**config.mk**
```make
export PLATFORM = sky130hd
export DESIGN_NAME = spriteLineUnit
export DESIGN_NICKNAME = d
export VERILOG_FILES = /design/src/ppuPkg.sv /design/src/eightRam.sv /design/src/scanTimer.sv /design/src/spriteLineUnit.sv /design/src/spriteRam.sv
export SDC_FILE = /design/constraint.sdc
export NUM_CORES = 2
export LEC_CHECK = 0
export BUFFER_PORTS_ARGS = -buffer_cell sky130_fd_sc_hd__buf_2
export CAP_MARGIN = 10
export CORE_MARGIN = 1
export CORE_UTILIZATION = 50
export DETAILED_ROUTE_END_ITERATION = 12
export GPL_ROUTABILITY_DRIVEN = 1
export GPL_TIMING_DRIVEN = 1
export PLACE_DENSITY = 0.67
export RECOVER_POWER = 100
export REMOVE_ABC_BUFFERS = 1
export SLEW_MARGIN = 10
export SYNTH_ARGS = -nofsm -noshare
export SYNTH_HDL_FRONTEND = slang
export SYNTH_SLANG_ARGS = --single-unit
```
**constraint.sdc**
```tcl
create_clock -name clkEightRam -period 10.9 [get_ports clkEightRam]
set_input_delay 1.09 -clock clkEightRam [delete_from_list [all_inputs] [get_ports clkEightRam]]
set_output_delay 1.09 -clock clkEightRam [all_outputs]
set_load 0.03 [all_outputs]
```
**src/ppuPkg.sv**
```systemverilog
// shared sprite evaluation types; sprite Y sits in bits 23:16 of each word, other bits pass through
package ppuPkg;

    // one sprite attribute entry
    // bits 23:16 hold the top game line of the sprite
    typedef logic [31:0] spriteWord;

    // sprite memory address, 64 entries
    typedef logic [5:0] oamAddr;

    // raster coordinate for both X and Y
    typedef logic [9:0] posXY;

    // game line or sprite Y value
    typedef logic [7:0] lineByte;

    // filled slot count, 0 to 8
    typedef logic [3:0] slotCount;

    // number of entries in sprite attribute memory
    localparam int SPRITE_NUM_MAX = 64;

    // most sprites kept for one line
    localparam int SLOT_NUM = 8;

    // every sprite is this many lines tall
    localparam int SPRITE_HEIGHT = 8;

    // where the sprite Y byte lives in a word
    localparam int SPRITE_Y_LSB = 16;

    // line evaluator FSM
    typedef enum logic [1:0] {
        idle,
        scan,
        done
    } evalState;

endpackage

```
**src/eightRam.sv**
```systemverilog
// scan starts on window fall and takes up to 67 cycles; slots above spriteCount keep stale words
`timescale 1ns/1ps

module eightRam #(
    parameter int gameStartY = 4
) (
    input  logic              clkEightRam,
    input  logic              rstn,
    input  ppuPkg::posXY      vgaPosY,
    input  logic              isGameWindow,
    output ppuPkg::oamAddr    readAddr,
    input  ppuPkg::spriteWord readData,
    output ppuPkg::spriteWord slot0,
    output ppuPkg::spriteWord slot1,
    output ppuPkg::spriteWord slot2,
    output ppuPkg::spriteWord slot3,
    output ppuPkg::spriteWord slot4,
    output ppuPkg::spriteWord slot5,
    output ppuPkg::spriteWord slot6,
    output ppuPkg::spriteWord slot7,
    output ppuPkg::slotCount  spriteCount,
    output logic              lineReady
);
    import ppuPkg::*;

    localparam oamAddr lastAddrValue = oamAddr'(SPRITE_NUM_MAX - 1);

    evalState   state;
    logic       windowD0;
    logic       windowD1;
    logic       windowFall;
    posXY       posYReg;
    lineByte    targetLine;
    oamAddr     addrCnt;
    logic       readValidD;
    slotCount   slotCnt;
    slotCount   slotCntNext;
    spriteWord  slotReg [SLOT_NUM];
    lineByte    spriteY;
    logic [8:0] targetWide;
    logic [8:0] spriteTop;
    logic [8:0] spriteEnd;
    logic       spriteHit;
    logic       slotWrite;
    logic       lastAddr;
    logic       slotsFull;

    // two-stage window sample, fall seen one cycle after it happens
    always_ff @(posedge clkEightRam) begin
        if (!rstn) begin
            windowD0 <= 1'b0;
            windowD1 <= 1'b0;
            posYReg  <= '0;
        end else begin
            windowD0 <= isGameWindow;
            windowD1 <= windowD0;
            posYReg  <= vgaPosY;
        end
    end

    assign windowFall = windowD1 & ~windowD0;

    // Y byte of the word coming back from memory
    assign spriteY = readData[SPRITE_Y_LSB +: 8];

    // 9-bit compare so Y plus height never wraps past 255
    assign targetWide = {1'b0, targetLine};
    assign spriteTop  = {1'b0, spriteY};
    assign spriteEnd  = spriteTop + 9'(SPRITE_HEIGHT);
    assign spriteHit  = (targetWide >= spriteTop) && (targetWide < spriteEnd);

    // data is valid one cycle after its address was issued
    assign slotWrite   = readValidD && spriteHit && (slotCnt < slotCount'(SLOT_NUM));
    assign slotCntNext = slotCnt + slotCount'(slotWrite);
    assign lastAddr    = (addrCnt == lastAddrValue);
    assign slotsFull   = slotWrite && (slotCnt == slotCount'(SLOT_NUM - 1));

    // evaluation FSM
    always_ff @(posedge clkEightRam) begin
        if (!rstn) begin
            state      <= idle;
            addrCnt    <= '0;
            targetLine <= '0;
        end else begin
            case (state)
                idle: begin
                    if (windowFall) begin
                        state      <= scan;
                        addrCnt    <= '0;
                        // game line after the one just drawn
                        targetLine <= lineByte'(posYReg - posXY'(gameStartY) + posXY'(1));
                    end
                end
                scan: begin
                    addrCnt <= addrCnt + oamAddr'(1);
                    if (lastAddr || slotsFull) begin
                        state <= done;
                    end
                end
                done: begin
                    state <= idle;
                end
                default: begin
                    state <= idle;
                end
            endcase
        end
    end

    // slot fill and line result
    always_ff @(posedge clkEightRam) begin
        if (!rstn) begin
            readValidD  <= 1'b0;
            slotCnt     <= '0;
            spriteCount <= '0;
            lineReady   <= 1'b0;
        end else begin
            readValidD <= (state == scan);
            if (state == idle && windowFall) begin
                slotCnt <= '0;
            end else begin
                slotCnt <= slotCntNext;
            end
            // last read lands while in done, so take the updated count
            lineReady <= (state == done);
            if (state == done) begin
                spriteCount <= slotCntNext;
            end
        end
    end

    always_ff @(posedge clkEightRam) begin
        if (!rstn) begin
            for (int i = 0; i < SLOT_NUM; i++) begin
                slotReg[i] <= '0;
            end
        end else if (slotWrite) begin
            slotReg[slotCnt[2:0]] <= readData;
        end
    end

    assign readAddr = addrCnt;

    assign slot0 = slotReg[0];
    assign slot1 = slotReg[1];
    assign slot2 = slotReg[2];
    assign slot3 = slotReg[3];
    assign slot4 = slotReg[4];
    assign slot5 = slotReg[5];
    assign slot6 = slotReg[6];
    assign slot7 = slotReg[7];

    slotCntBound: assert property (
        @(posedge clkEightRam) disable iff (!rstn)
        slotCnt <= slotCount'(SLOT_NUM)
    ) else $error("eightRam: slot counter above eight");

    readyNotInScan: assert property (
        @(posedge clkEightRam) disable iff (!rstn)
        lineReady |-> (state != scan)
    ) else $error("eightRam: lineReady while scanning");

    addrHoldInIdle: assert property (
        @(posedge clkEightRam) disable iff (!rstn)
        (state == idle) |=> (state != idle) || $stable(readAddr)
    ) else $error("eightRam: readAddr moved while idle");

    // next window fall must find the previous scan finished
    fallWhileIdle: assert property (
        @(posedge clkEightRam) disable iff (!rstn)
        windowFall |-> (state == idle)
    ) else $error("eightRam: window fell before scan finished");

endmodule

```
**src/scanTimer.sv**
```systemverilog
// raster counters start at zero after reset; game rectangle must fit inside hTotal by vTotal
`timescale 1ns/1ps

module scanTimer #(
    parameter int hTotal     = 160,
    parameter int vTotal     = 40,
    parameter int gameStartX = 16,
    parameter int gameWidth  = 64,
    parameter int gameStartY = 4,
    parameter int gameHeight = 32
) (
    input  logic         clkEightRam,
    input  logic         rstn,
    output ppuPkg::posXY vgaPosX,
    output ppuPkg::posXY vgaPosY,
    output logic         isGameWindow
);
    import ppuPkg::*;

    // wrap points of the raster
    localparam posXY xLast = posXY'(hTotal - 1);
    localparam posXY yLast = posXY'(vTotal - 1);

    // game rectangle, end bounds exclusive
    localparam posXY xStart = posXY'(gameStartX);
    localparam posXY xEnd   = posXY'(gameStartX + gameWidth);
    localparam posXY yStart = posXY'(gameStartY);
    localparam posXY yEnd   = posXY'(gameStartY + gameHeight);

    posXY       nextX;
    posXY       nextY;
    logic       lineWrap;
    logic       nextInside;
    logic [7:0] lowRun;

    assign lineWrap = (vgaPosX == xLast);

    // position for the coming cycle
    always_comb begin
        nextX = lineWrap ? '0 : vgaPosX + posXY'(1);
        nextY = vgaPosY;
        if (lineWrap) begin
            nextY = (vgaPosY == yLast) ? '0 : vgaPosY + posXY'(1);
        end
    end

    // window level is computed from the next position
    // so it lines up with the registered position outputs
    assign nextInside = (nextX >= xStart) && (nextX < xEnd) &&
                        (nextY >= yStart) && (nextY < yEnd);

    always_ff @(posedge clkEightRam) begin
        if (!rstn) begin
            vgaPosX      <= '0;
            vgaPosY      <= '0;
            isGameWindow <= 1'b0;
        end else begin
            vgaPosX      <= nextX;
            vgaPosY      <= nextY;
            isGameWindow <= nextInside;
        end
    end

    // length of the current low stretch of the window, saturating
    always_ff @(posedge clkEightRam) begin
        if (!rstn) begin
            lowRun <= '0;
        end else if (isGameWindow) begin
            lowRun <= '0;
        end else if (lowRun != 8'hff) begin
            lowRun <= lowRun + 8'd1;
        end
    end

    // window only inside the game rectangle
    windowInside: assert property (
        @(posedge clkEightRam) disable iff (!rstn)
        isGameWindow |-> (vgaPosX >= xStart) && (vgaPosX < xEnd) &&
                         (vgaPosY >= yStart) && (vgaPosY < yEnd)
    ) else $error("scanTimer: window high outside game rectangle");

    // blank between two window stretches leaves room for a full sprite scan
    blankLongEnough: assert property (
        @(posedge clkEightRam) disable iff (!rstn)
        $rose(isGameWindow) |-> (lowRun >= 8'd72)
    ) else $error("scanTimer: blank after window shorter than 72 cycles");

endmodule

```
**src/spriteLineUnit.sv**
```systemverilog
// one host write strobe per cycle, no back-pressure; blank after each game line must cover a scan
`timescale 1ns/1ps

module spriteLineUnit #(
    parameter int hTotal     = 160,
    parameter int vTotal     = 40,
    parameter int gameStartX = 16,
    parameter int gameWidth  = 64,
    parameter int gameStartY = 4,
    parameter int gameHeight = 32
) (
    input  logic              clkEightRam,
    input  logic              rstn,
    // host write port
    input  logic              oamWe,
    input  ppuPkg::oamAddr    oamWrAddr,
    input  ppuPkg::spriteWord oamWrData,
    // raster
    output ppuPkg::posXY      vgaPosX,
    output ppuPkg::posXY      vgaPosY,
    output logic              isGameWindow,
    // sprites found for the next line
    output ppuPkg::spriteWord slot0,
    output ppuPkg::spriteWord slot1,
    output ppuPkg::spriteWord slot2,
    output ppuPkg::spriteWord slot3,
    output ppuPkg::spriteWord slot4,
    output ppuPkg::spriteWord slot5,
    output ppuPkg::spriteWord slot6,
    output ppuPkg::spriteWord slot7,
    output ppuPkg::slotCount  spriteCount,
    output logic              lineReady
);
    import ppuPkg::*;

    oamAddr    readAddr;
    spriteWord readData;

    spriteRam uSpriteRam (
        .clkEightRam (clkEightRam),
        .we          (oamWe),
        .wrAddr      (oamWrAddr),
        .wrData      (oamWrData),
        .rdAddr      (readAddr),
        .rdData      (readData)
    );

    scanTimer #(
        .hTotal     (hTotal),
        .vTotal     (vTotal),
        .gameStartX (gameStartX),
        .gameWidth  (gameWidth),
        .gameStartY (gameStartY),
        .gameHeight (gameHeight)
    ) uScanTimer (
        .clkEightRam  (clkEightRam),
        .rstn         (rstn),
        .vgaPosX      (vgaPosX),
        .vgaPosY      (vgaPosY),
        .isGameWindow (isGameWindow)
    );

    // evaluator sees the same position and window the outside world sees
    eightRam #(
        .gameStartY (gameStartY)
    ) uEightRam (
        .clkEightRam  (clkEightRam),
        .rstn         (rstn),
        .vgaPosY      (vgaPosY),
        .isGameWindow (isGameWindow),
        .readAddr     (readAddr),
        .readData     (readData),
        .slot0        (slot0),
        .slot1        (slot1),
        .slot2        (slot2),
        .slot3        (slot3),
        .slot4        (slot4),
        .slot5        (slot5),
        .slot6        (slot6),
        .slot7        (slot7),
        .spriteCount  (spriteCount),
        .lineReady    (lineReady)
    );

endmodule

```
**src/spriteRam.sv**
```systemverilog
// no reset on the array, contents are undefined until written; host must keep we known from time zero
`timescale 1ns/1ps

module spriteRam (
    input  logic              clkEightRam,
    input  logic              we,
    input  ppuPkg::oamAddr    wrAddr,
    input  ppuPkg::spriteWord wrData,
    input  ppuPkg::oamAddr    rdAddr,
    output ppuPkg::spriteWord rdData
);
    import ppuPkg::*;

    // attribute table, one word per sprite
    spriteWord mem [SPRITE_NUM_MAX];

    // single write port, registered read port
    // a write shows up on a read of the same address one cycle later
    always_ff @(posedge clkEightRam) begin
        if (we) begin
            mem[wrAddr] <= wrData;
        end
        rdData <= mem[rdAddr];
    end

    // host strobe must always be a clean level
    weKnown: assert property (
        @(posedge clkEightRam)
        !$isunknown(we)
    ) else $error("spriteRam: write strobe is unknown");

    // a write must also carry a defined address and payload
    writeKnown: assert property (
        @(posedge clkEightRam)
        we |-> !$isunknown(wrAddr) && !$isunknown(wrData)
    ) else $error("spriteRam: write with unknown address or data");

endmodule

```
==> impl_metrics.toml <==
[global_route]
met1_usage_pct = 35.1
grt_pass1_wl_microns = 323000
grt_usage_pct = 24.8
top_usage_layer = "met2"
grt_use_met3_pct = 4.50
antenna_found_initial = 14
grt_overflow = 0
met2_usage_pct = 40.0
grt_max_degree = 110
grt_pass1_vias = 43779

[clocking]
cts-root-buf = "clkbuf_16"
clock_sinks = 2393
path_clk_slew_ns = 0.06
cts_setup_buffers = 0
h-tree-depth = 4
ctsHoldBuffers = 0
cts_resized = 0
clkLatencyLatePin_ns = 0.87
cts_made_buffers = 228
cts_buffer_depth = 3
cts_tree = "built"

[place]
postPlaceCellArea_sq_um = 95700
dp.final_hpwl_microns = 117000
dp_cells = 6650
globalplace.congestion = 0.824
numPortBuffers = 322

[setup_path]
rr_worst_depth = 13
crit_family = "buffers and inverters"
required_ns = 11.50
crit_end = "uEightRam.slotReg[3][14]"
crit_start = "uSpriteRam.rdData[19]"
rr_startpoint = "uSpriteRam.rdData[19]"
start_kind = "flip-flop"
cp.arrival_ns = 7.78
critPathSlowestCell = "clkbuf_1"
worst_path_most_repeated_cell = "ha_1"
cp_slowest_stage_delay_ns = 2.45
crit_chain = "ha_1 -> nand3_1 -> xnor2_1 -> ha_1 -> o21a_1 -> o21ai_0 -> a31oi_1 -> or3_1 -> inv_1 -> nand3b_1 -> clkbuf_1 -> o21ai_4 -> buf_12"
worstSetupPathType = "reg2reg"
path_buf_inv = 3
cp_num_cells = 13
reg2reg_slack_ns = 3.71
r2r_end = "uEightRam.slotReg[3][14]"
worstPathMaxFanout = 66
cp-end-kind = "flip-flop"

[drt]
vias = 44451
drc = 0
routed_wirelength_microns = 227000
ant_nets = 0
drt_iter0_markers = 5721
wl_per_cell_microns = 32.1
drt-pass1-iter-count = 5
via_per_inst = 6.28

[synthesis]
ys.flop_type = "edfxtp_1"
yosys.area.top_type = "edfxtp_1"
netlist_area_sq_um = 90800
synth-xor-area-share_pct = 0.251
yosysSeqAreaShare_pct = 78.2
synth_edf_count = 2304
synth_fa_ha_area_share_pct = 0.290
synth-simple-area-share_pct = 3.11
synth-async-reset-ratio_pct = 0
synth_top_family_by_area = "multiplexers"
synth.avg_cell_area_sq_um = 22.1
synth_area_leaders = "edfxtp_1 76%, mux4_2 16%, dfxtp_1 2.0%"
synthMuxAreaShare_pct = 15.8
ys_ff_latch = 2393
synth_cells = 4104
synth-compound-area-share_pct = 1.12
yosysTopAreaCellShare_pct = 76.2
synthDistinctLibCells = 49
yosysWarnings = 0

[pwr]
comb_power_share_pct = 2.1
p_leak_nw = 30.3
ir_drop_mv = 0.175
p_sw_share_pct = 20.6
intPower_mw = 14.3
pwr_density_cell_nw_per_um2 = 177
power_frac_seq_pct = 56.7
p_sw_mw = 3.71
clkPwrFrac_pct = 41.2
power.total_mw = 18.0

[worst_hold_path]
hold_path_class = "reg2reg"
whs_path_depth = 2

[die]
die_h_microns = 428
die_area_sq_um = 183000
die_width_microns = 428
row_count = 155
core_sq_um = 179000
io_pins = 323
initial_core_util_pct = 50.6

[finish]
layout_commonest_cell = "edfxtp_1"
final_cells = 7083
area_growth_pct = 12.4
layout_common_cells = "2304 x edfxtp_1, 628 x mux4_2, 453 x clkbuf_1"
drive_gt1_share_pct = 22.1
final_core_util_pct = 56.8
nets = 4588
n_fill_cell = 13066
fin_area_sq_um = 102000

[flow_run]
cap_violations = 115

[sta]
timing.final.max_slew_violations = 4811
setup_viol = 0
period_share_pct = 65.9
tightest_slew_ns = 4.57
skew_ns = 0.0365
slew_headroom_pct = -205
max_freq_ghz = 0.139
hold_violations = 0
rsz0062_at_grt = "false"
period_minus_slack_ns = 7.19

[outcome]
violations = "capacitance limit, slew limit"
outcome = "complete, but fails checks"
-- sequential cells by signal, indices dropped and copies added (netlist names) --
name / cells
uEightRam.readValidD: 1
uEightRam.spriteCount: 4
uSpriteRam.mem: 2048
uEightRam.targetLine: 8
uEightRam.state: 2
uEightRam.posYReg: 8
uEightRam.slotCnt: 4
uEightRam.windowD0: 1
uEightRam.windowD1: 1
uScanTimer.isGameWindow: 1
uEightRam.slotReg: 256
uEightRam.readAddr: 6
uScanTimer.vgaPosY: 10
uEightRam.lineReady: 1
uSpriteRam.rdData: 32
uScanTimer.vgaPosX: 10
-- final cells by class --
cell class | instances | area (sq um) | area share [%]
Multi-Input combinational cell | 1460 | 19200 | 18.8
Timing Repair Buffer | 428 | 1800 | 1.76
Antenna cell | 6 | 15.0 | 0.0147
Clock buffer | 294 | 6060 | 5.94
Sequential cell | 2393 | 71000 | 69.6
Inverter | 15 | 56.3 | 0.0552
Clock inverter | 132 | 931 | 0.913
Tap cell | 2355 | 2950 | 2.89
-- worst min-delay path by stage --
stage / from / endpoint / slack [ns]
2_1_floorplan: uEightRam.targetLine[2] / uEightRam.targetLine[2] / 0.44
3_3_place_gp: uEightRam.targetLine[1] / uEightRam.targetLine[1] / 0.47
3_5_place_dp: uEightRam.targetLine[2] / uEightRam.targetLine[2] / 0.48
4_1_cts: uEightRam.targetLine[2] / uEightRam.targetLine[2] / 0.49
5_1_grt: uEightRam.targetLine[2] / uEightRam.targetLine[2] / 0.52
6_report: uEightRam.targetLine[2] / uEightRam.targetLine[2] / 0.48
-- per-stage QoR --
stage | setup TNS (ns) | setup slack, ns | hold slack, ns
2_1_floorplan | -464.97 | -12.22 | 0.445
3_3_place_gp | 0 | 6.07 | 0.467
3_5_place_dp | 0 | 6.07 | 0.478
4_1_cts | 0 | 6.06 | 0.486
5_1_grt | 0 | 3.27 | 0.525
6_report | 0 | 3.71 | 0.485
-- metal layers --
| layer | part of all wire [%] | wire (microns) | vias up |
|---|---|---|---|
| met3 | 8.8 | 19900 | 366 |
| met1 | 40 | 90100 | 23712 |
| met4 | 2.6 | 5830 | 8 |
| li1 | - | - | 17966 |
| met2 | 49 | 111000 | 2399 |
| met5 | 0.024 | 54 | - |
-- worst register-to-register path: cells and delay by family (launching register included) --
family | cells | cell delay, ns
AO/OA/AOI/OAI | 4 | 0.81
XOR/XNOR | 1 | 0.16
adder cells (fa/ha/maj) | 2 | 0.59
buffers and inverters | 3 | 3.10
flip-flops | 1 | 0.70
AND/OR/NAND/NOR | 3 | 1.55
-- cell usage after synthesis (all sizes together), types with 2 or more instances --
| master | n |
|---|---|
| nor3 | 142 |
| nand4 | 12 |
| inv | 15 |
| nor4b | 2 |
| ha | 21 |
| o21ai | 19 |
| a31oi | 4 |
| or3 | 4 |
| nand4b | 2 |
| o211a | 6 |
| nand3b | 2 |
| a21o | 2 |
| buf | 102 |
| clkbuf | 134 |
| xor2 | 10 |
| a21boi | 6 |
| and2 | 27 |
| mux4 | 628 |
| nor2b | 35 |
| o21a | 5 |
| o22ai | 12 |
| a21oi | 20 |
| mux2i | 18 |
| a211oi | 22 |
| a22oi | 42 |
| and3 | 9 |
| nand2b | 8 |
| o31ai | 4 |
| nor4 | 3 |
| dfxtp | 89 |
| xnor2 | 16 |
| nand3 | 22 |
| nand2 | 123 |
| or2 | 3 |
| nor2 | 222 |
| edfxtp | 2304 |
-- cells by family (layout without fill, tap and decap cells) --
logic type                 count (synthesis)  count (layout)
AOI/OAI and AO/OA                        147             147
xor gates and xnor gates                  26              26
adders and majority gates                 21              21
buffers and inverters                    251             869
DFF                                     2393            2393
muxes                                    647             647
other                                      0               6
and+or+nand+nor                          619             619
-- power groups by stage --
stage / clock, mW / sequential (mW) / combinational (mW)
finish: 7.43 / 10.2 / 0.373
global route: 7.88 / 10.2 / 0.394
CTS: 7.53 / 10.2 / 0.394
detailed placement: 0 / 10.4 / 0.395
global placement: 0 / 10.4 / 0.382
floorplan: 0 / 10.5 / 0.0596
(Power assumes the default switching activity.)
